[src/logic/blit_cfg.svh]
/* Blit engine constants
 * Bus widths, device IDs, credit count and register map
 */
`ifndef BLIT_CFG_SVH
`define BLIT_CFG_SVH

`define BLIT_ADDR_W        31
`define BLIT_DATA_W        64
`define BLIT_MASK_W        8
`define BLIT_LEN_W         4
`define BLIT_DID           4'h2
`define BLIT_SUBDID        4'h1
`define BLIT_CREDITS_W     3
`define BLIT_INIT_CREDITS  4
`define BLIT_BURST         8

// Register offsets, low five address bits
`define BLIT_REG_RDADDR    5'h00
`define BLIT_REG_RDLEN     5'h04
`define BLIT_REG_WRADDR    5'h08
`define BLIT_REG_WRROWL    5'h0C
`define BLIT_REG_WRROWS    5'h10
`define BLIT_REG_WRDONE    5'h14

`define BLIT_CFG_PFX       24'h100000
`define BLIT_CFG_MASK      24'hF00000

`endif

[src/logic/blit_pkg.sv]
/* Shared blit engine types
 * Memory bus request mode, sequencer states, address and data words
 */
`include "blit_cfg.svh"

package blit_pkg;

	typedef enum logic {
		fsab_read  = 1'b0,
		fsab_write = 1'b1
	} fsab_mode_t;

	// One packet in flight, read side then write side
	typedef enum logic [2:0] {
		seq_idle,
		seq_rd_req,
		seq_rd_wait,
		seq_wr_req,
		seq_wr_burst
	} seq_state_t;

	typedef logic [`BLIT_ADDR_W-1:0] blit_addr_t;

	typedef logic [`BLIT_DATA_W-1:0] blit_word_t;

endpackage

[src/logic/blit_regs.sv]
/* blit_regs: register bus slave
 * Prefix and offset decode, row length and stride registers,
 * write strobes and WRDONE readback
 */
`timescale 1ns/1ns
`include "blit_cfg.svh"

module blit_regs (
	input  logic                fsabi_clk,
	input  logic                fsabi_rst_b,
	input  logic                cfg_valid,
	input  logic                cfg_r_nw,
	input  logic [23:0]         cfg_addr,
	input  logic [31:0]         cfg_wdata,
	input  blit_pkg::blit_addr_t wr_done,
	output logic                cfg_done,
	output logic [31:0]         cfg_rdata,
	output logic                strb_rdaddr,
	output logic                strb_rdlen,
	output logic                strb_wrcur,
	output blit_pkg::blit_addr_t row_len,
	output blit_pkg::blit_addr_t row_stride
);

	logic       hit;
	logic       wr_hit;
	logic       rd_hit;
	logic [4:0] offset;

	assign hit    = cfg_valid && ((cfg_addr & `BLIT_CFG_MASK) == `BLIT_CFG_PFX);
	assign wr_hit = hit && !cfg_r_nw;
	assign rd_hit = hit && cfg_r_nw;
	assign offset = cfg_addr[4:0];

	assign strb_rdaddr = wr_hit && (offset == `BLIT_REG_RDADDR);
	assign strb_rdlen  = wr_hit && (offset == `BLIT_REG_RDLEN);

	// Address, row length and count writes all restart the cursor from
	// cfg_wdata, so software writes the address after the other two
	assign strb_wrcur = wr_hit && ((offset == `BLIT_REG_WRADDR) ||
	                               (offset == `BLIT_REG_WRROWL) ||
	                               (offset == `BLIT_REG_WRDONE));

	always_ff @(posedge fsabi_clk or negedge fsabi_rst_b) begin
		if (!fsabi_rst_b) begin
			row_len    <= '0;
			row_stride <= '0;
		end else begin
			if (wr_hit && (offset == `BLIT_REG_WRROWL))
				row_len <= cfg_wdata[`BLIT_ADDR_W-1:0];
			if (wr_hit && (offset == `BLIT_REG_WRROWS))
				row_stride <= cfg_wdata[`BLIT_ADDR_W-1:0];
		end
	end

	// Done strobe and read data one cycle after the access
	always_ff @(posedge fsabi_clk or negedge fsabi_rst_b) begin
		if (!fsabi_rst_b) begin
			cfg_done  <= 1'b0;
			cfg_rdata <= '0;
		end else begin
			cfg_done <= hit;
			if (rd_hit && (offset == `BLIT_REG_WRDONE))
				cfg_rdata <= {{(32-`BLIT_ADDR_W){1'b0}}, wr_done};
			else
				cfg_rdata <= '0;
		end
	end

	a_done_single: assert property (@(posedge fsabi_clk) disable iff (!fsabi_rst_b)
		cfg_done |=> !cfg_done);

endmodule

[src/logic/fsab_credit_counter.sv]
/* fsab_credit_counter: memory bus credit pool
 * Returns add, issued requests subtract
 */
`timescale 1ns/1ns
`include "blit_cfg.svh"

module fsab_credit_counter (
	input  logic fsabi_clk,
	input  logic fsabi_rst_b,
	input  logic fsabo_credit,
	input  logic take,
	output logic credit_avail
);

	logic [`BLIT_CREDITS_W-1:0] credits;

	// Return and take may land in the same cycle
	always_ff @(posedge fsabi_clk or negedge fsabi_rst_b) begin
		if (!fsabi_rst_b)
			credits <= `BLIT_CREDITS_W'(`BLIT_INIT_CREDITS);
		else
			credits <= credits + `BLIT_CREDITS_W'(fsabo_credit) - `BLIT_CREDITS_W'(take);
	end

	assign credit_avail = (credits != '0);

	a_no_underflow: assert property (@(posedge fsabi_clk) disable iff (!fsabi_rst_b)
		take |-> credit_avail);

	// More returns than requests issued means the bus model lost count
	a_no_overflow: assert property (@(posedge fsabi_clk) disable iff (!fsabi_rst_b)
		(credits == `BLIT_CREDITS_W'(`BLIT_INIT_CREDITS)) |-> !(fsabo_credit && !take));

endmodule

[src/logic/blit_seq_fsm.sv]
/* blit_seq_fsm: per-packet sequencer
 * Read request, read collection, write burst
 */
`timescale 1ns/1ns
`include "blit_cfg.svh"

module blit_seq_fsm (
	input  logic fsabi_clk,
	input  logic fsabi_rst_b,
	input  logic pkts_left,
	input  logic credit_avail,
	input  logic buf_full,
	input  logic buf_last,
	output logic take,
	output logic issue_rd,
	output logic issue_wr,
	output logic beat_out,
	output logic pkt_done
);

	import blit_pkg::*;

	seq_state_t state;
	seq_state_t state_nx;

	always_ff @(posedge fsabi_clk or negedge fsabi_rst_b) begin
		if (!fsabi_rst_b)
			state <= seq_idle;
		else
			state <= state_nx;
	end

	always_comb begin
		state_nx = state;
		case (state)
			seq_idle: begin
				if (pkts_left)
					state_nx = seq_rd_req;
			end
			seq_rd_req: begin
				// Length rewritten to zero before the request went out
				if (!pkts_left)
					state_nx = seq_idle;
				else if (credit_avail)
					state_nx = seq_rd_wait;
			end
			seq_rd_wait: begin
				if (buf_full)
					state_nx = seq_wr_req;
			end
			seq_wr_req: begin
				if (credit_avail)
					state_nx = seq_wr_burst;
			end
			seq_wr_burst: begin
				if (buf_last)
					state_nx = seq_idle;
			end
			default: state_nx = seq_idle;
		endcase
	end

	assign issue_rd = (state == seq_rd_req) && pkts_left && credit_avail;
	assign issue_wr = (state == seq_wr_req) && credit_avail;
	assign take     = issue_rd || issue_wr;
	assign beat_out = (state == seq_wr_burst);
	assign pkt_done = beat_out && buf_last;

	a_wr_when_full: assert property (@(posedge fsabi_clk) disable iff (!fsabi_rst_b)
		issue_wr |-> buf_full);

	// A started burst runs a full packet of beats without a gap
	a_burst_len: assert property (@(posedge fsabi_clk) disable iff (!fsabi_rst_b)
		issue_wr |=> beat_out [*`BLIT_BURST] ##1 !beat_out);

endmodule

[src/logic/blit_line_buffer.sv]
/* blit_line_buffer: one-packet data buffer
 * Fill and drain pointers, full flag, write data and byte mask
 */
`timescale 1ns/1ns
`include "blit_cfg.svh"

module blit_line_buffer (
	input  logic                   fsabi_clk,
	input  logic                   fsabi_rst_b,
	input  logic                   beat_in,
	input  blit_pkg::blit_word_t   beat_data,
	input  logic                   beat_out,
	output logic                   buf_full,
	output logic                   buf_last,
	output blit_pkg::blit_word_t   wr_data,
	output logic [`BLIT_MASK_W-1:0] wr_mask
);

	import blit_pkg::*;

	localparam int PTR_W = $clog2(`BLIT_BURST);

	blit_word_t       words [`BLIT_BURST];
	logic [PTR_W-1:0] fill_ptr;
	logic [PTR_W-1:0] drain_ptr;
	logic             fill;

	assign fill = beat_in && !buf_full;

	always_ff @(posedge fsabi_clk) begin
		if (fill)
			words[fill_ptr] <= beat_data;
	end

	// Pointers wrap back to zero at the end of each packet
	always_ff @(posedge fsabi_clk or negedge fsabi_rst_b) begin
		if (!fsabi_rst_b) begin
			fill_ptr  <= '0;
			drain_ptr <= '0;
			buf_full  <= 1'b0;
		end else begin
			if (fill) begin
				fill_ptr <= fill_ptr + 1'b1;
				if (fill_ptr == PTR_W'(`BLIT_BURST-1))
					buf_full <= 1'b1;
			end
			if (beat_out) begin
				drain_ptr <= drain_ptr + 1'b1;
				if (buf_last)
					buf_full <= 1'b0;
			end
		end
	end

	assign buf_last = (drain_ptr == PTR_W'(`BLIT_BURST-1));
	assign wr_data  = words[drain_ptr];

	// Transparency bits, bit 0 for the upper bytes and bit 32 for the lower
	assign wr_mask = {{(`BLIT_MASK_W/2){wr_data[0]}},
	                  {(`BLIT_MASK_W/2){wr_data[`BLIT_DATA_W/2]}}};

endmodule

[src/logic/blit_addr_gen.sv]
/* blit_addr_gen: address generation
 * Read address and length, write cursor with row stepping,
 * written packet count
 */
`timescale 1ns/1ns
`include "blit_cfg.svh"

module blit_addr_gen (
	input  logic                 fsabi_clk,
	input  logic                 fsabi_rst_b,
	input  logic                 strb_rdaddr,
	input  logic                 strb_rdlen,
	input  logic                 strb_wrcur,
	input  logic [31:0]          cfg_wdata,
	input  blit_pkg::blit_addr_t row_len,
	input  blit_pkg::blit_addr_t row_stride,
	input  logic                 issue_rd,
	input  logic                 pkt_done,
	output blit_pkg::blit_addr_t rd_addr,
	output blit_pkg::blit_addr_t wr_addr,
	output logic                 pkts_left,
	output blit_pkg::blit_addr_t wr_done
);

	import blit_pkg::*;

	localparam blit_addr_t PKT_BYTES = blit_addr_t'(`BLIT_BURST * 8);

	blit_addr_t rd_len;
	blit_addr_t row_base;
	blit_addr_t row_pos;
	blit_addr_t next_row;
	blit_addr_t wdata_addr;
	logic       row_end;

	assign wdata_addr = cfg_wdata[`BLIT_ADDR_W-1:0];
	assign next_row   = row_base + row_stride;
	// A zero row length behaves as one packet per row
	assign row_end    = ((row_pos + 1'b1) >= row_len);
	assign pkts_left  = (rd_len != '0);

	always_ff @(posedge fsabi_clk or negedge fsabi_rst_b) begin
		if (!fsabi_rst_b) begin
			rd_addr <= '0;
			rd_len  <= '0;
		end else begin
			if (strb_rdaddr)
				rd_addr <= wdata_addr;
			else if (issue_rd)
				rd_addr <= rd_addr + PKT_BYTES;

			if (strb_rdlen)
				rd_len <= wdata_addr;
			else if (issue_rd)
				rd_len <= rd_len - 1'b1;
		end
	end

	always_ff @(posedge fsabi_clk or negedge fsabi_rst_b) begin
		if (!fsabi_rst_b) begin
			wr_addr  <= '0;
			row_base <= '0;
			row_pos  <= '0;
			wr_done  <= '0;
		end else if (strb_wrcur) begin
			wr_addr  <= wdata_addr;
			row_base <= wdata_addr;
			row_pos  <= '0;
			wr_done  <= '0;
		end else if (pkt_done) begin
			wr_done <= wr_done + 1'b1;
			if (row_end) begin
				row_base <= next_row;
				wr_addr  <= next_row;
				row_pos  <= '0;
			end else begin
				wr_addr <= wr_addr + PKT_BYTES;
				row_pos <= row_pos + 1'b1;
			end
		end
	end

endmodule

[src/logic/accel_blit.sv]
/* accel_blit: blit accelerator top level
 * Register slave, sequencer, credit pool, packet buffer, address
 * generator and the registered memory bus request port
 */
`timescale 1ns/1ns
`include "blit_cfg.svh"

module accel_blit (
	input  logic                    fsabi_clk,
	input  logic                    fsabi_rst_b,
	input  logic                    cfg_valid,
	input  logic                    cfg_r_nw,
	input  logic [23:0]             cfg_addr,
	input  logic [31:0]             cfg_wdata,
	output logic                    cfg_done,
	output logic [31:0]             cfg_rdata,
	output logic                    fsabo_valid,
	output blit_pkg::fsab_mode_t    fsabo_mode,
	output logic [3:0]              fsabo_did,
	output logic [3:0]              fsabo_subdid,
	output blit_pkg::blit_addr_t    fsabo_addr,
	output logic [`BLIT_LEN_W-1:0]  fsabo_len,
	output blit_pkg::blit_word_t    fsabo_data,
	output logic [`BLIT_MASK_W-1:0] fsabo_mask,
	input  logic                    fsabo_credit,
	input  logic                    fsabi_valid,
	input  logic [3:0]              fsabi_did,
	input  logic [3:0]              fsabi_subdid,
	input  blit_pkg::blit_word_t    fsabi_data
);

	import blit_pkg::*;

	logic                    strb_rdaddr;
	logic                    strb_rdlen;
	logic                    strb_wrcur;
	blit_addr_t              row_len;
	blit_addr_t              row_stride;
	blit_addr_t              rd_addr;
	blit_addr_t              wr_addr;
	blit_addr_t              wr_done;
	blit_addr_t              burst_addr;
	logic                    pkts_left;
	logic                    take;
	logic                    issue_rd;
	logic                    issue_wr;
	logic                    beat_out;
	logic                    pkt_done;
	logic                    buf_full;
	logic                    buf_last;
	logic                    credit_avail;
	logic                    beat_in;
	blit_word_t              wr_data;
	logic [`BLIT_MASK_W-1:0] wr_mask;

	// Inbound beats for this device only
	assign beat_in = fsabi_valid && (fsabi_did == `BLIT_DID) &&
	                 (fsabi_subdid == `BLIT_SUBDID);

	blit_regs blit_regs_i (
		.fsabi_clk   (fsabi_clk),
		.fsabi_rst_b (fsabi_rst_b),
		.cfg_valid   (cfg_valid),
		.cfg_r_nw    (cfg_r_nw),
		.cfg_addr    (cfg_addr),
		.cfg_wdata   (cfg_wdata),
		.wr_done     (wr_done),
		.cfg_done    (cfg_done),
		.cfg_rdata   (cfg_rdata),
		.strb_rdaddr (strb_rdaddr),
		.strb_rdlen  (strb_rdlen),
		.strb_wrcur  (strb_wrcur),
		.row_len     (row_len),
		.row_stride  (row_stride)
	);

	fsab_credit_counter fsab_credit_counter_i (
		.fsabi_clk    (fsabi_clk),
		.fsabi_rst_b  (fsabi_rst_b),
		.fsabo_credit (fsabo_credit),
		.take         (take),
		.credit_avail (credit_avail)
	);

	blit_seq_fsm blit_seq_fsm_i (
		.fsabi_clk    (fsabi_clk),
		.fsabi_rst_b  (fsabi_rst_b),
		.pkts_left    (pkts_left),
		.credit_avail (credit_avail),
		.buf_full     (buf_full),
		.buf_last     (buf_last),
		.take         (take),
		.issue_rd     (issue_rd),
		.issue_wr     (issue_wr),
		.beat_out     (beat_out),
		.pkt_done     (pkt_done)
	);

	blit_line_buffer blit_line_buffer_i (
		.fsabi_clk   (fsabi_clk),
		.fsabi_rst_b (fsabi_rst_b),
		.beat_in     (beat_in),
		.beat_data   (fsabi_data),
		.beat_out    (beat_out),
		.buf_full    (buf_full),
		.buf_last    (buf_last),
		.wr_data     (wr_data),
		.wr_mask     (wr_mask)
	);

	blit_addr_gen blit_addr_gen_i (
		.fsabi_clk   (fsabi_clk),
		.fsabi_rst_b (fsabi_rst_b),
		.strb_rdaddr (strb_rdaddr),
		.strb_rdlen  (strb_rdlen),
		.strb_wrcur  (strb_wrcur),
		.cfg_wdata   (cfg_wdata),
		.row_len     (row_len),
		.row_stride  (row_stride),
		.issue_rd    (issue_rd),
		.pkt_done    (pkt_done),
		.rd_addr     (rd_addr),
		.wr_addr     (wr_addr),
		.pkts_left   (pkts_left),
		.wr_done     (wr_done)
	);

	always_ff @(posedge fsabi_clk or negedge fsabi_rst_b) begin
		if (!fsabi_rst_b)
			fsabo_valid <= 1'b0;
		else
			fsabo_valid <= issue_rd || beat_out;
	end

	// Burst address held so a cursor reload cannot split a burst
	always_ff @(posedge fsabi_clk) begin
		if (issue_wr)
			burst_addr <= wr_addr;
		if (issue_rd || beat_out) begin
			fsabo_did    <= `BLIT_DID;
			fsabo_subdid <= `BLIT_SUBDID;
			fsabo_len    <= `BLIT_LEN_W'(`BLIT_BURST);
		end
		if (issue_rd) begin
			fsabo_mode <= fsab_read;
			fsabo_addr <= rd_addr;
		end else if (beat_out) begin
			fsabo_mode <= fsab_write;
			fsabo_addr <= burst_addr;
			fsabo_data <= wr_data;
			fsabo_mask <= wr_mask;
		end
	end

endmodule

[config.mk]
export PLATFORM = sky130hd
export DESIGN_NAME = accel_blit
export DESIGN_NICKNAME = d
export VERILOG_FILES = /design/src/logic/blit_pkg.sv /design/src/logic/blit_regs.sv /design/src/logic/fsab_credit_counter.sv /design/src/logic/blit_seq_fsm.sv /design/src/logic/blit_line_buffer.sv /design/src/logic/blit_addr_gen.sv /design/src/logic/accel_blit.sv
export VERILOG_INCLUDE_DIRS = /design/src /design/src/logic
export SDC_FILE = /design/constraint.sdc
export NUM_CORES = 1
export LEC_CHECK = 0
export BUFFER_PORTS_ARGS = -buffer_cell sky130_fd_sc_hd__buf_4
export CORE_MARGIN = 10
export CORE_UTILIZATION = 55
export CTS_CLUSTER_SIZE = 12
export DETAILED_ROUTE_END_ITERATION = 8
export HOLD_SLACK_MARGIN = 0.1
export PLACE_DENSITY = 0.74
export SYNTH_ARGS = -nofsm -noshare
export SYNTH_HDL_FRONTEND = slang
export SYNTH_SLANG_ARGS = --single-unit
[constraint.sdc]
create_clock -name fsabi_clk -period 6.95 [get_ports fsabi_clk]
set_input_delay 1.0425 -clock fsabi_clk [delete_from_list [all_inputs] [get_ports fsabi_clk]]
set_output_delay 1.0425 -clock fsabi_clk [all_outputs]
set_load 0.05 [all_outputs]
Word-level counts from Yosys, hierarchy flattened
Memories as Yosys holds them, arrays and structs flattened.
Cells that the tools add are included.
{"block": "word_totals", "out_inout_bits": 150, "n_memories": 1, "in_bits": 134, "wordCells": 118, "register_bits": 427, "ramBits": 512}
{"block": "classes", "bitwise": 1, "eq_ne": 19, "n_lt_le_gt_ge": 1, "addsub": 10, "muxes": 31, "n_reduce_logical": 34}
{"memory": "blit_line_buffer_i.words", "depth": 8, "word_bits": 64, "rd": 1, "rd_ports_with_merged_regs": 0, "wr": 1, "line": "blit_line_buffer.sv:23", "text": "blit_word_t words [`BLIT_BURST];"}
{"op": "$mux 31", "n": 18}
{"op": "$add 31x1->31 const B", "n": 2}
{"op": "$add 31x7->31 const B", "n": 2}
{"op": "$add 31x31->31", "n": 1}
{"op": "$ge 31x31->1", "n": 1}
{"op": "$reduce_bool 31->1", "n": 1}
{"op": "$sub 31x1->31 const B", "n": 1}
{"op": "$mux 3", "n": 6}
{"op": "$logic_and 1x1->1", "n": 16}
{"op": "$pmux 3 s5", "n": 1}
{"op": "$eq 5x4->1 const B", "n": 2}
{"op": "$eq 5x5->1 const B", "n": 2}
{"op": "$reduce_bool 2->1", "n": 5}
{"op": "$eq 3x3->1 const B", "n": 3}
{"op": "$eq 4x1->1 const B", "n": 2}
{"op": "$ne 2x1->1 const B", "n": 4}
{"op": "$add 3x1->3 const B", "n": 2}
{"op": "$eq 3x2->1 const B", "n": 2}
{"op": "$mux 1", "n": 6}
{"op": "$eq 5x3->1 const B", "n": 1}
{"op": "$logic_not 5->1", "n": 1}
{"op": "$reduce_and 5->1", "n": 1}
{"op": "$eq 4x2->1 const B", "n": 1}
{"op": "$logic_or 1x1->1", "n": 4}
{"op": "9 further kinds", "n": 11}

Longest topological paths before layout
Gate-level depths: netlist of the first run.
{"block": "logic_depth", "word_depth": 7, "depth_mapped": 19, "depth_no_buf": 18}

By module
A second synthesis of the first run with hierarchy kept.
{"block": "hier_totals", "hier_cells": 2618, "hier_area_um2": 40578.9}
{"module": "blit_line_buffer", "cells_each": 780, "seq_area_each_um2": 15549.9, "area_per_inst_um2": 19636.3, "instances": 1}
{"module": "blit_addr_gen", "cells_each": 1401, "seq_area_each_um2": 4654.5, "area_per_inst_um2": 12080.3, "instances": 1}
{"module": "accel_blit", "cells_each": 192, "seq_area_each_um2": 4068.9, "area_per_inst_um2": 4725.8, "instances": 1}
{"module": "blit_regs", "cells_each": 216, "seq_area_each_um2": 2352.3, "area_per_inst_um2": 3773.6, "instances": 1}
{"module": "blit_seq_fsm", "cells_each": 17, "seq_area_each_um2": 75.1, "area_per_inst_um2": 196.4, "instances": 1}
{"module": "fsab_credit_counter", "cells_each": 12, "seq_area_each_um2": 76.3, "area_per_inst_um2": 166.4, "instances": 1}

Least setup slack after synthesis of the first run
Ideal clock, no wire load.
{"block": "synth_path", "kind": "input to register", "start": "input port fsabi_subdid[1]", "end": "memory blit_line_buffer_i.words[1][0] in the netlist's numbering (enable)", "slack_ns": 0.172, "n_path_buf": 0, "path_stages": 5, "arrival_time_ns": 6.213, "setup_time_ns": 0.565, "t_required_ns": 6.385, "path_cell_list": "nor4b_1 -> nand4b_1 -> nor2_1 -> nand2_1 -> nor3_1"}
{"block": "synth_via", "elab_chain_cells": 5}
{"element": "start: declaration", "line": "accel_blit.sv:28", "text": "input logic [3:0] fsabi_subdid,"}
{"element": "$eq 4x1->1 (no line)"}
{"element": "$logic_and 1x1->1", "line": "accel_blit.sv:57", "text": "assign beat_in = fsabi_valid && (fsabi_did == `BLIT_DID) &&"}
{"element": "$logic_and 1x1->1", "line": "blit_line_buffer.sv:28", "text": "assign fill = beat_in && !buf_full;"}
{"element": "$mux 1", "line": "blit_line_buffer.sv:31", "text": "if (fill)"}
{"element": "$mux 1 (not written as such)", "line": "blit_line_buffer.sv:32", "text": "words[fill_ptr] <= beat_data;"}
{"element": "end: declaration", "line": "blit_line_buffer.sv:23"}
Every way passes these cells.

Worst setup path after layout of the first run
{"block": "layout_path", "start": "register blit_addr_gen_i.row_pos[10]", "end": "register blit_addr_gen_i.row_base[10]"}
{"block": "layout_via", "elab_chain_cells": 4}
{"element": "start: declaration", "line": "blit_addr_gen.sv:31", "text": "blit_addr_t row_pos;"}
{"element": "start signal: assignment", "line": "blit_addr_gen.sv:78", "text": "row_pos <= row_pos + 1'b1;"}
{"element": "$add 31x1->31", "line": "blit_addr_gen.sv:39", "text": "assign row_end = ((row_pos + 1'b1) >= row_len);"}
{"element": "$ge 31x31->1", "line": "blit_addr_gen.sv:39"}
{"element": "$reduce_bool 2->1 (no line)"}
{"element": "$reduce_and 2->1 (no line)"}
{"element": "end signal: assignment", "line": "blit_addr_gen.sv:67", "text": "row_base <= wdata_addr;"}
{"element": "end signal: assignment", "line": "blit_addr_gen.sv:73", "text": "row_base <= next_row;"}
{"element": "end: declaration", "line": "blit_addr_gen.sv:30", "text": "blit_addr_t row_base;"}
Every way passes these cells.
A chain may end at the register's enable or synchronous reset.

==> qor.yml, run 1 <==
logic_synthesis:
  synth_edf_count: 638
  syn_avg_cell_area_sq_um: 14.63
  netlist_instances: 2697
  yosys_warnings: 0
  ys.flop_type: "edfxtp_1"
  netlist_area_sq_um: 39460
  synth.distinct_cells: 74
  ys_seq_elements: 933
  seq_area_frac_synth_pct: 67.25
  synthArstFlopShare_pct: 31.51
detailed_routing:
  via_count: 23200
  first_pass_iters: 5
  drt_iter0_drc: 1898
  drt-total-wl_mm: 88.58
  vias_per_cell: 5.828
  drc_errors: 0
  wl_per_cell_um: 22.25
  ant_nets: 0
final_layout:
  fin_cells: 3981
  drive_gt1_share_pct: 23.00
  layout_commonest_cell: "edfxtp_1"
  areaGrowthSynthToFinish_pct: 15.30
  final_cell_mix: "638 x edfxtp_1, 320 x nand2_1, 291 x buf_4, 290 x dfrtp_1, 143 x o21ai_0"
  fin_util_pct: 63.75
  fin_nets: 3170
global_route:
  grt_pass1_wl_mm: 138.1
  overflow: 0
  grt_usage_pct: 21.41
  grt_start_max_net_pins: 175
  antenna_found_initial: 5
  grt_pass1_vias: 23620
pwr:
  p_leak_uw: 0.01718
  powerDensity_nw_per_um2: 329.5
  finalPower_uw: 14990
  ir_drop_mv: 0.2970
outcome:
  outcome: "finished clean"
sta:
  fmax_mhz: 192.5
  relSlewSlack_pct: 28.16
  maxSlewViolCount: 0
  finalSetupViolCount: 0
  fin_crit_sh_pct: 74.74
  period_needed_ns: 5.194
  tightest_slew_ns: 1.074
  grt_setup_unrepaired: "false"
  fin_setup_tns_ns: 0
  timing_hold_violations_final: 0
  skew_ns: 0.05757
clock_tree:
  cts_buffers: 96
  worstSkewPairLatency_ns: 0.68
  postCtsSetupBuffers: 0
  clockRootBuffer: "clkbuf_16"
  hold_buffers: 0
  path_clk_slew_ns: 0.06
  cts_tree: "done"
  cts_sinks: 933
  ctsResizeCount: 0
  htree_levels: 3
  clock_path_buffers: 3
placement:
  io_buffers: 254
  dp.cells: 3814
  place_congestion: 0.9047
  dp_hpwl_mm: 55.83
run:
  drv_cap: 0
setup_path:
  path_class: "reg -> reg"
  worst_setup_path_start_kind: "register"
  crit_required_ns: 7.44
  end_kind: "register"
  crit_fanout: 17
  critPathArrivalTime_ns: 5.69
die:
  die_area_sq_um: 82860
  coreArea_sq_um: 71360
  start_util_pct: 55.29
  die_x_um: 287.9
  num_io_pins: 284
  num_rows: 98
  die_height_um: 287.9
hold_path:
  hold_path.class: "in -> async"
per-stage QoR:
step / area (sq um) / setup slack [ns] / hold WS (ns)
global route: 45500 / 1.048 / 0.4547
floorplan: 39500 / 0.1724 / 0.4248
finish: 45500 / 1.756 / 0.4144
detailed placement: 42400 / 1.792 / 0.4348
global placement: 42400 / 1.853 / 0.4321
CTS: 45490 / 1.742 / 0.4484
cell type report:
cell class,count,area (sq um)
diodes,1,2.502
clock buffers,145,2758
clock inverters,21,339.1
fillers,5107,25870
inverters,56,211.5
multi-input cells,1582,12230
flip-flops and latches,933,26550
well taps,950,1189
repair buffers,293,2220
metal layers:
metal / vias to the layer above / global-route usage (%) / share of wire [%]
met4: 6 / 7.735 / 3.4
met1: 11630 / 27.67 / 40
li1: 10580 / - / -
met2: 816 / 35.52 / 49
met3: 172 / 4.573 / 7.3
met5: - / 0 / 0.056
sequential cells by signal, summed over array words and instances (netlist names):
name	count
blit_addr_gen_i.row_pos	31
blit_regs_i.row_stride	31
fsabo_addr	31
blit_seq_fsm_i.state	3
blit_line_buffer_i.buf_full	1
fsabo_mode	1
blit_regs_i.cfg_rdata	31
blit_addr_gen_i.row_base	31
blit_addr_gen_i.rd_addr	31
blit_addr_gen_i.rd_len	31
blit_addr_gen_i.wr_addr	31
fsab_credit_counter_i.credits	3
blit_line_buffer_i.words	512
fsabo_data	64
blit_addr_gen_i.wr_done	31
fsabo_valid	1
blit_regs_i.cfg_done	1
blit_line_buffer_i.drain_ptr	3
blit_line_buffer_i.fill_ptr	3
blit_regs_i.row_len	31
burst_addr	31
report_power, final:
part	switching (uW)	leakage, uW	internal, uW
clock	2110	0.00149	2890
combinational	1800	0.00654	1400
sequential	354	0.00915	6430
final timing paths:
path                                             start                         endpoint  slack, ns  cells past startpoint
max                        blit_addr_gen_i.row_pos[10]     blit_addr_gen_i.row_base[10]       1.76                     20
min                                        fsabi_rst_b        blit_addr_gen_i.rd_len[3]       0.41                      1
min in group fsabi_clk      blit_addr_gen_i.wr_addr[3]                    burst_addr[3]       0.45                      0
max reg2reg                blit_addr_gen_i.row_pos[10]     blit_addr_gen_i.row_base[10]       1.76                     20
min reg2reg                 blit_addr_gen_i.wr_addr[3]                    burst_addr[3]       0.45                      0
max in group asynchronous                  fsabi_rst_b  blit_line_buffer_i.drain_ptr[0]       4.92                      2
kinds of logic after synthesis:
kind of cell,Yosys count,synth area share [%]
flip-flops,933,67.25
AND/OR/NAND/NOR,725,8.824
AO/OA/AOI/OAI,386,5.752
multiplexers,240,10.49
buffers and inverters,193,2.086
XOR/XNOR,144,3.196
adder cells (fa/ha/maj),74,2.384
other,2,0.01903
synthesized netlist by cell type, types with 7 or more instances:
cell type  number  area share [%]
and4_1         14            0.31
inv_1          55            0.52
buf_4          21            0.40
edfxtp_1      638              49
nand4_1        27            0.43
a211oi_1        7            0.13
xnor2_1        74             1.6
mux2_2        107             3.1
a31oi_1        19            0.30
nor2_1        126             1.2
o31ai_1         8            0.15
xor2_1         70             1.6
ha_1           72             2.3
a21oi_1       109             1.4
buf_1          25            0.24
clkbuf_1       85            0.81
nand3_1        55            0.70
o21ai_1        10            0.13
nor4_1          9            0.14
nor3_1         27            0.34
mux4_2        128             7.3
or3_1          15            0.24
nand2_1       320             3.0
o21ai_0       143             1.8
a22o_1         21            0.47
nor3b_1         7            0.13
nor2b_1         9            0.14
nand2b_1        9            0.14
dfrtp_1       293              19
a21o_1         26            0.49
and3_1         34            0.54
and2_1         40            0.63
worst max-delay path, stage by stage, from the launching register on:
cell,delay (ns)
dfrtp_1,0.42
nand4_1,0.17
nor3_1,0.47
nand2_1,0.13
nor2_1,0.32
nand3_1,0.23
nor2_1,0.17
and4_1,0.23
xor2_1,0.08
ha_1,0.30
nand4_1,0.13
nor2_1,0.16
and4_1,0.25
and3_1,0.19
o21a_1,0.22
nor2_1,0.07
buf_4,0.20
nor2_1,0.69
buf_4,0.34
mux2i_1,0.19
o21ai_0,0.08
(Power assumes the default switching activity.)
==> run 2: changes to the inputs <==
--- a/config.mk
+++ b/config.mk
@@ -6,13 +6,14 @@
 export SDC_FILE = /design/constraint.sdc
 export NUM_CORES = 1
 export LEC_CHECK = 0
+export ABC_AREA = 1
 export BUFFER_PORTS_ARGS = -buffer_cell sky130_fd_sc_hd__buf_4
 export CORE_MARGIN = 10
 export CORE_UTILIZATION = 55
 export CTS_CLUSTER_SIZE = 12
 export DETAILED_ROUTE_END_ITERATION = 8
 export HOLD_SLACK_MARGIN = 0.1
-export PLACE_DENSITY = 0.74
+export PLACE_DENSITY = 0.73
 export SYNTH_ARGS = -nofsm -noshare
 export SYNTH_HDL_FRONTEND = slang
 export SYNTH_SLANG_ARGS = --single-unit
==> constraint.sdc (replaced) <==
create_clock -name fsabi_clk -period 5.3 [get_ports fsabi_clk]
set_input_delay 0.795 -clock fsabi_clk [delete_from_list [all_inputs] [get_ports fsabi_clk]]
set_output_delay 0.795 -clock fsabi_clk [all_outputs]
set_load 0.05 [all_outputs]
==> run 2 against run 1 <==
  * Register-to-register slack lost 0.84 ns
  * Via count increased by 35%
  * Design area increased by 6.5%
  * Utilization shrank 0.26 points
  * Synthesized cell count up 60%
  * Clock power is 31% higher
  * Total power grew 44%
  * Maximum frequency grew 18%
  * Clock skew rose by 0.022 ns
==> qor.yml, run 2 <==
logic_synthesis:
  yosys_warnings: 0
  synthTopCellsByArea: "edfxtp_1 45%, dfrtp_1 17%, nand2_1 7.8%"
  syn_avg_cell_area_sq_um: 9.842
  ys_seq_elements: 933
  synth.distinct_cells: 54
  yosysMostFrequentCell: "nand2_1"
  seq_area_frac_synth_pct: 62.32
  synthArstFlopShare_pct: 31.51
  ys.flop_type: "edfxtp_1"
  netlist_instances: 4326
  yosysTopAreaCell: "edfxtp_1"
  netlist_area_sq_um: 42580
  synthTopCellsByCount: "887 x nand2_1, 681 x nor2_1, 638 x edfxtp_1, 412 x o21ai_0, 388 x inv_1"
  synth_top_area_share_pct: 45.00
  synth_edf_count: 638
placement:
  place_worst_setup_slack_ns: 0.9543
  io_buffers: 254
  placed_area_sq_um: 45390
  dp.cells: 5467
  place_congestion: 0.9558
  dp_hpwl_mm: 71.02
pwr:
  p_clk_share_pct: 30.3
  p_leak_uw: 0.01998
  switching_share_pct: 34.51
  powerDensity_nw_per_um2: 446.5
  p_int_uw: 14170
  combPwrFrac_pct: 27.3
  seqPwrFrac_pct: 42.3
  ir_drop_mv: 0.4649
  p_switching_uw: 7468
  finalPower_uw: 21640
die:
  die_x_um: 298.2
  die_height_um: 298.2
  die_area_sq_um: 88940
  num_io_pins: 284
  coreArea_sq_um: 76330
  num_rows: 101
  start_util_pct: 55.78
setup_path:
  end_kind: "register"
  crit_family: "simple AND/OR/NAND/NOR gates"
  path_cells: "ha_1, nand2_1, inv_1, nand2_1, nor2_2, inv_1, nor2_1, nand3_1, nand2_1, inv_1, ha_1, nand2_1, nor2_1, nand3_1, nor3_1, nand3_1, nand3_2, nand2_2, nand2_1, nand2_1, nand3_1"
  crit_fanout: 22
  crit_required_ns: 5.90
  crit_slowest_cell: "nand2_1"
  slowest_delay_ns: 0.75
  worst_setup_path_start_kind: "register"
  path_class: "reg -> reg"
  critPathBufInv: 3
  crit_top_cell: "nand2_1"
  critPathArrivalTime_ns: 4.99
detailed_routing:
  first_pass_iters: 6
  drc_errors: 0
  wl_per_cell_um: 19.59
  drt_iter0_drc: 2864
  ant_nets: 0
  drt-total-wl_mm: 110.4
  via_count: 31320
  vias_per_cell: 5.557
clock_tree:
  clockRootBuffer: "clkbuf_16"
  cts_sinks: 933
  postCtsSetupBuffers: 0
  path_clk_slew_ns: 0.06
  worstSkewPairLatency_ns: 0.68
  ctsResizeCount: 0
  cts_buffers: 96
  htree_levels: 3
  clock_path_buffers: 3
  hold_buffers: 0
  cts_tree: "done"
global_route:
  grt_pass1_wl_mm: 171.0
  grt_usage_pct: 24.18
  overflow: 0
  grt_pass1_vias: 30270
  grt_start_max_net_pins: 193
  antenna_found_initial: 10
outcome:
  outcome: "finished clean"
final_layout:
  fin_nets: 4743
  layout_commonest_cell: "nand2_1"
  fill_cells: 6088
  largest_reg_flops: 512
  reg.largest.list: "blit_line_buffer_i.words (512), fsabo_data (64)"
  final_cell_area_sq_um: 48460
  final_cell_mix: "886 x nand2_1, 681 x nor2_1, 638 x edfxtp_1, 412 x o21ai_0, 384 x inv_1"
  drive_gt1_share_pct: 10.32
  fin_util_pct: 63.49
  regMostFlops: "blit_line_buffer_i.words"
  fin_cells: 5636
  areaGrowthSynthToFinish_pct: 13.82
sta:
  finalSetupViolCount: 0
  grt_setup_unrepaired: "false"
  skew_ns: 0.07909
  timing_hold_violations_final: 0
  period_needed_ns: 4.388
  fin_crit_sh_pct: 82.79
  maxSlewViolCount: 0
  fin_ws_ns: 0.9122
  relSlewSlack_pct: 19.71
  fmax_mhz: 227.9
  tightest_slew_ns: 1.201
hold_path:
  hold_path.class: "in -> async"
run:
  drv_cap: 0
-- run 2: cell count changes after synthesis, sizes merged, moves of 50 or more --
cell	change
a21oi	-54
inv	+340
mux2	-107
mux4	-128
nand2	+569
nand3	+135
nor2	+570
nor3	+55
o21ai	+279
o22ai	+71
xnor2	-50
-- run 2: cell type report --
| cell class | count | area, sq um | share of cell area (%) |
|---|---|---|---|
| multi-input combinational | 2818 | 13760 | 28.40 |
| timing repair buffer | 290 | 2297 | 4.740 |
| inverter | 396 | 1503 | 3.101 |
| clock buffer | 140 | 2650 | 5.468 |
| tap | 1030 | 1289 | 2.659 |
| antenna | 3 | 7.507 | 0.01549 |
| clock inverter | 26 | 411.6 | 0.8494 |
| sequential | 933 | 26540 | 54.77 |
-- run 2: logic make-up (layout without fill, tap and decap cells) --
logic type | after synthesis | after routing | synth area share [%]
simple gates | 1954 | 1954 | 19.05
flops | 933 | 933 | 62.32
compound gates | 676 | 676 | 8.707
buf+inv | 586 | 852 | 5.610
xor+xnor | 101 | 101 | 2.078
fa+ha+maj | 74 | 74 | 2.210
other cells | 2 | 16 | 0.01764
-- run 2: final timing paths --
kind | start | to | slack (ns) | cells past startpoint
min reg2reg | blit_addr_gen_i.wr_addr[1] | burst_addr[1] | 0.43 | 0
min in group fsabi_clk | fsabi_data[39] | blit_line_buffer_i.words[0][39] | 0.33 | 1
min | fsabi_rst_b | blit_addr_gen_i.rd_len[19] | 0.15 | 1
max reg2reg | blit_addr_gen_i.row_pos[0] | blit_addr_gen_i.wr_addr[12] | 0.91 | 21
max in group asynchronous | fsabi_rst_b | blit_regs_i.cfg_rdata[12] | 3.98 | 2
max | blit_addr_gen_i.row_pos[0] | blit_addr_gen_i.wr_addr[12] | 0.91 | 21
-- run 2: power groups by stage --
stage | Sequential, uW | Clock, uW | Combinational [uW]
after CTS | 9160 | 6650 | 5920
after global routing | 9240 | 6950 | 6560
after global placement | 9290 | 0 | 5750
after floorplan | 9770 | 0 | 3710
final | 9160 | 6570 | 5910
after detailed placement | 9290 | 0 | 5880
-- run 2: routing by layer --
| layer | wire [um] | track usage (%) | part of all wire, % | vias to the layer above |
|---|---|---|---|---|
| met5 | 102 | 0 | 0.092 | - |
| met1 | 44650 | 31.27 | 40 | 14960 |
| met2 | 52580 | 39.44 | 48 | 1112 |
| met3 | 8206 | 4.453 | 7.4 | 246 |
| li1 | - | - | - | 14990 |
| met4 | 4890 | 10.82 | 4.4 | 14 |
-- run 2: per-stage QoR --
stage | hold WS [ns] | setup TNS [ns]
after floorplan | 0.4249 | -288.00
after global placement | 0.4361 | 0
after detailed placement | 0.4431 | 0
after CTS | 0.2376 | 0
after global routing | 0.2721 | 0
final | 0.1526 | 0
-- run 2: worst reg2reg max path: stages (launching register included) --
cell and delay (ns):
dfrtp_1 0.49, ha_1 0.21, nand2_1 0.05, inv_1 0.07, nand2_1 0.11, nor2_2 0.23
inv_1 0.10, nor2_1 0.29, nand3_1 0.12, nand2_1 0.10, inv_1 0.05, ha_1 0.28
nand2_1 0.09, nor2_1 0.15, nand3_1 0.11, nor3_1 0.21, nand3_1 0.15, nand3_2 0.17
nand2_2 0.07, nand2_1 0.75, nand2_1 0.36, nand3_1 0.15
==> run 3: changes to the inputs <==
==> constraint.sdc (replaced) <==
create_clock -name fsabi_clk -period 4.17 [get_ports fsabi_clk]
set_input_delay 0.6255 -clock fsabi_clk [delete_from_list [all_inputs] [get_ports fsabi_clk]]
set_output_delay 0.6255 -clock fsabi_clk [all_outputs]
set_load 0.05 [all_outputs]
==> run 3 against run 2 <==
  * Design area rose by 0.21%
  * Highest routed layer unchanged
  * Register-to-register slack lost 0.59 ns
  * Utilization is 0.13 points higher
  * Routed wire length is 0.82% lower
  * Critical path depth decreased by 1
  * Global-route usage barely moved
  * Via count hardly changed
  * Hold slack gained 0.0082 ns
==> qor.yml, run 3 (synthesized netlist as in run 2, its figures left out) <==
hold_path:
  hold_depth: 1
  hold_path.class: "in -> reg"
  hold_end: "blit_line_buffer_i.words[2][58]"
  hold_start: "fsabi_data[58]"
setup_path:
  critPathArrivalTime_ns: 4.45
  rr_startpoint: "blit_addr_gen_i.row_pos[1]"
  crit_required_ns: 4.77
  worst_setup_path_start_kind: "register"
  end_kind: "register"
  r2r_setup_slack_ns: 0.32
  path_class: "reg -> reg"
  timing.rr.end: "blit_addr_gen_i.wr_addr[10]"
  crit_fanout: 31
  rr_worst_depth: 20
final_layout:
  areaGrowthSynthToFinish_pct: 14.06
  largest_reg_flops: 512
  drive_gt1_share_pct: 10.50
  fin_nets: 4754
  regMostFlops: "blit_line_buffer_i.words"
  final_cell_area_sq_um: 48570
  final_cell_mix: "886 x nand2_1, 680 x nor2_1, 638 x edfxtp_1, 412 x o21ai_0, 384 x inv_1"
  layout_commonest_cell: "nand2_1"
  reg.largest.list: "blit_line_buffer_i.words (512), fsabo_data (64)"
clock_tree:
  cts_tree: "done"
  postCtsSetupBuffers: 0
  cts_sinks: 933
  worstSkewPairLatency_ns: 0.68
  cts_buffers: 96
  clock_path_buffers: 3
  path_clk_slew_ns: 0.06
  clockRootBuffer: "clkbuf_16"
  htree_levels: 3
detailed_routing:
  drt-total-wl_mm: 109.5
  ant_nets: 0
  first_pass_iters: 8
  wl_per_cell_um: 19.42
  drc_errors: 0
  drt_iter0_drc: 2714
  via_count: 31320
  vias_per_cell: 5.553
die:
  num_rows: 101
  num_io_pins: 284
  coreArea_sq_um: 76330
  die_area_sq_um: 88940
  die_x_um: 298.2
  die_height_um: 298.2
  start_util_pct: 55.78
global_route:
  grt_pass1_wl_mm: 170.7
  grt_start_max_net_pins: 191
  antenna_found_initial: 5
  grt_pass1_vias: 30190
  grt_usage_pct: 24.19
  overflow: 0
sta:
  holdWs_ns: 0.1608
  fin_crit_sh_pct: 92.25
  tightest_slew_ns: 1.125
  relSlewSlack_pct: 24.93
  finalSetupViolCount: 0
  grt_setup_unrepaired: "false"
  maxSlewViolCount: 0
  period_needed_ns: 3.847
  fmax_mhz: 259.9
  fin_setup_tns_ns: 0
  fin_ws_ns: 0.3231
  skew_ns: 0.05133
  timing_hold_violations_final: 0
pwr:
  p_leak_uw: 0.02003
  ir_drop_mv: 0.5500
  p_switching_uw: 9500
  powerDensity_nw_per_um2: 563.7
  finalPower_uw: 27380
  p_clk_share_pct: 29.8
  switching_share_pct: 34.70
  seqPwrFrac_pct: 41.9
  combPwrFrac_pct: 28.3
  p_int_uw: 17880
run:
  drv_cap: 0
placement:
  io_buffers: 254
  place_worst_setup_slack_ns: 0.3901
  placed_area_sq_um: 45580
  dp_hpwl_mm: 71.03
  place_congestion: 0.9296
outcome:
  outcome: "finished clean"
-- run 3: changes by cell type in the layout (fill, tap and decap cells not counted), sizes merged --
cell and delta:
dlygate4sd3 +1, clkinv +8, diode -2, bufinv -1, clkinvlp +1, buf +10, clkbuf -12
-- run 3: worst max path at each step --
| stage | slack [ns] | cells past startpoint | end | start |
|---|---|---|---|---|
| after global placement | 0.49 | 22 | blit_addr_gen_i.wr_addr[10] | blit_addr_gen_i.row_pos[1] |
| final | 0.32 | 20 | blit_addr_gen_i.wr_addr[10] | blit_addr_gen_i.row_pos[1] |
| after global routing | 0.03 | 21 | blit_addr_gen_i.wr_addr[10] | blit_addr_gen_i.row_pos[1] |
| after CTS | 0.37 | 22 | blit_addr_gen_i.wr_addr[10] | blit_addr_gen_i.row_pos[1] |
| after detailed placement | 0.39 | 22 | blit_addr_gen_i.wr_addr[10] | blit_addr_gen_i.row_pos[1] |
| after floorplan | -0.17 | 7 | blit_line_buffer_i.words[0][0] | fsabi_did[3] |
-- run 3: critical path, stage by stage, from the launching register on --
cell     delay, ns
dfrtp_1       0.36
ha_1          0.17
nand2_1       0.06
inv_1         0.07
nand2_1       0.13
nor2_2        0.24
nand3_1       0.18
nor3_2        0.24
nand2_1       0.10
xor2_1        0.24
inv_1         0.08
ha_1          0.31
nand4_1       0.10
nor3_1        0.31
nand3_1       0.18
nand3_2       0.14
nand2_2       0.17
nand2_1       0.10
buf_4         0.35
nand2_1       0.17
nand3_1       0.10
-- run 3: metal layers --
layer | GRT usage, % | wire length, um | up-vias
met5 | 0 | 69 | -
met4 | 10.83 | 5008 | 10
met3 | 4.648 | 8223 | 247
met2 | 39.12 | 51620 | 1148
met1 | 31.46 | 44610 | 14930
li1 | - | - | 14990
-- run 3: per-stage QoR --
step                      util (%)  instances
after global routing         63.62       5640
after detailed placement     59.72       5477
after global placement       59.72       5477
after floorplan                  -       4337
final                        63.63       5641
after CTS                    63.62       5640
-- run 3: repair_timing --
action	4_1_cts	5_1_grt
hold buffers	1	0
endpoints found under the hold margin	24	0
endpoints found under the setup margin	0	7
resized for setup	0	1
-- run 3: power by group through the flow --
stage | registers, uW | clock network [uW] | logic, uW
final | 11500 | 8150 | 7750
after global routing | 11600 | 8660 | 8580
after CTS | 11500 | 8260 | 7770
after detailed placement | 11600 | 0 | 7730
after global placement | 11600 | 0 | 7580
after floorplan | 12400 | 0 | 4720
-- run 3: layout make-up --
class,count,area (sq um)
diodes,1,2.502
clock buffers,128,2542
clock inverters,34,425.4
fillers,6217,27760
inverters,396,1503
multi-input cells,2818,13790
flip-flops and latches,933,26540
well taps,1030,1289
repair buffers,301,2470
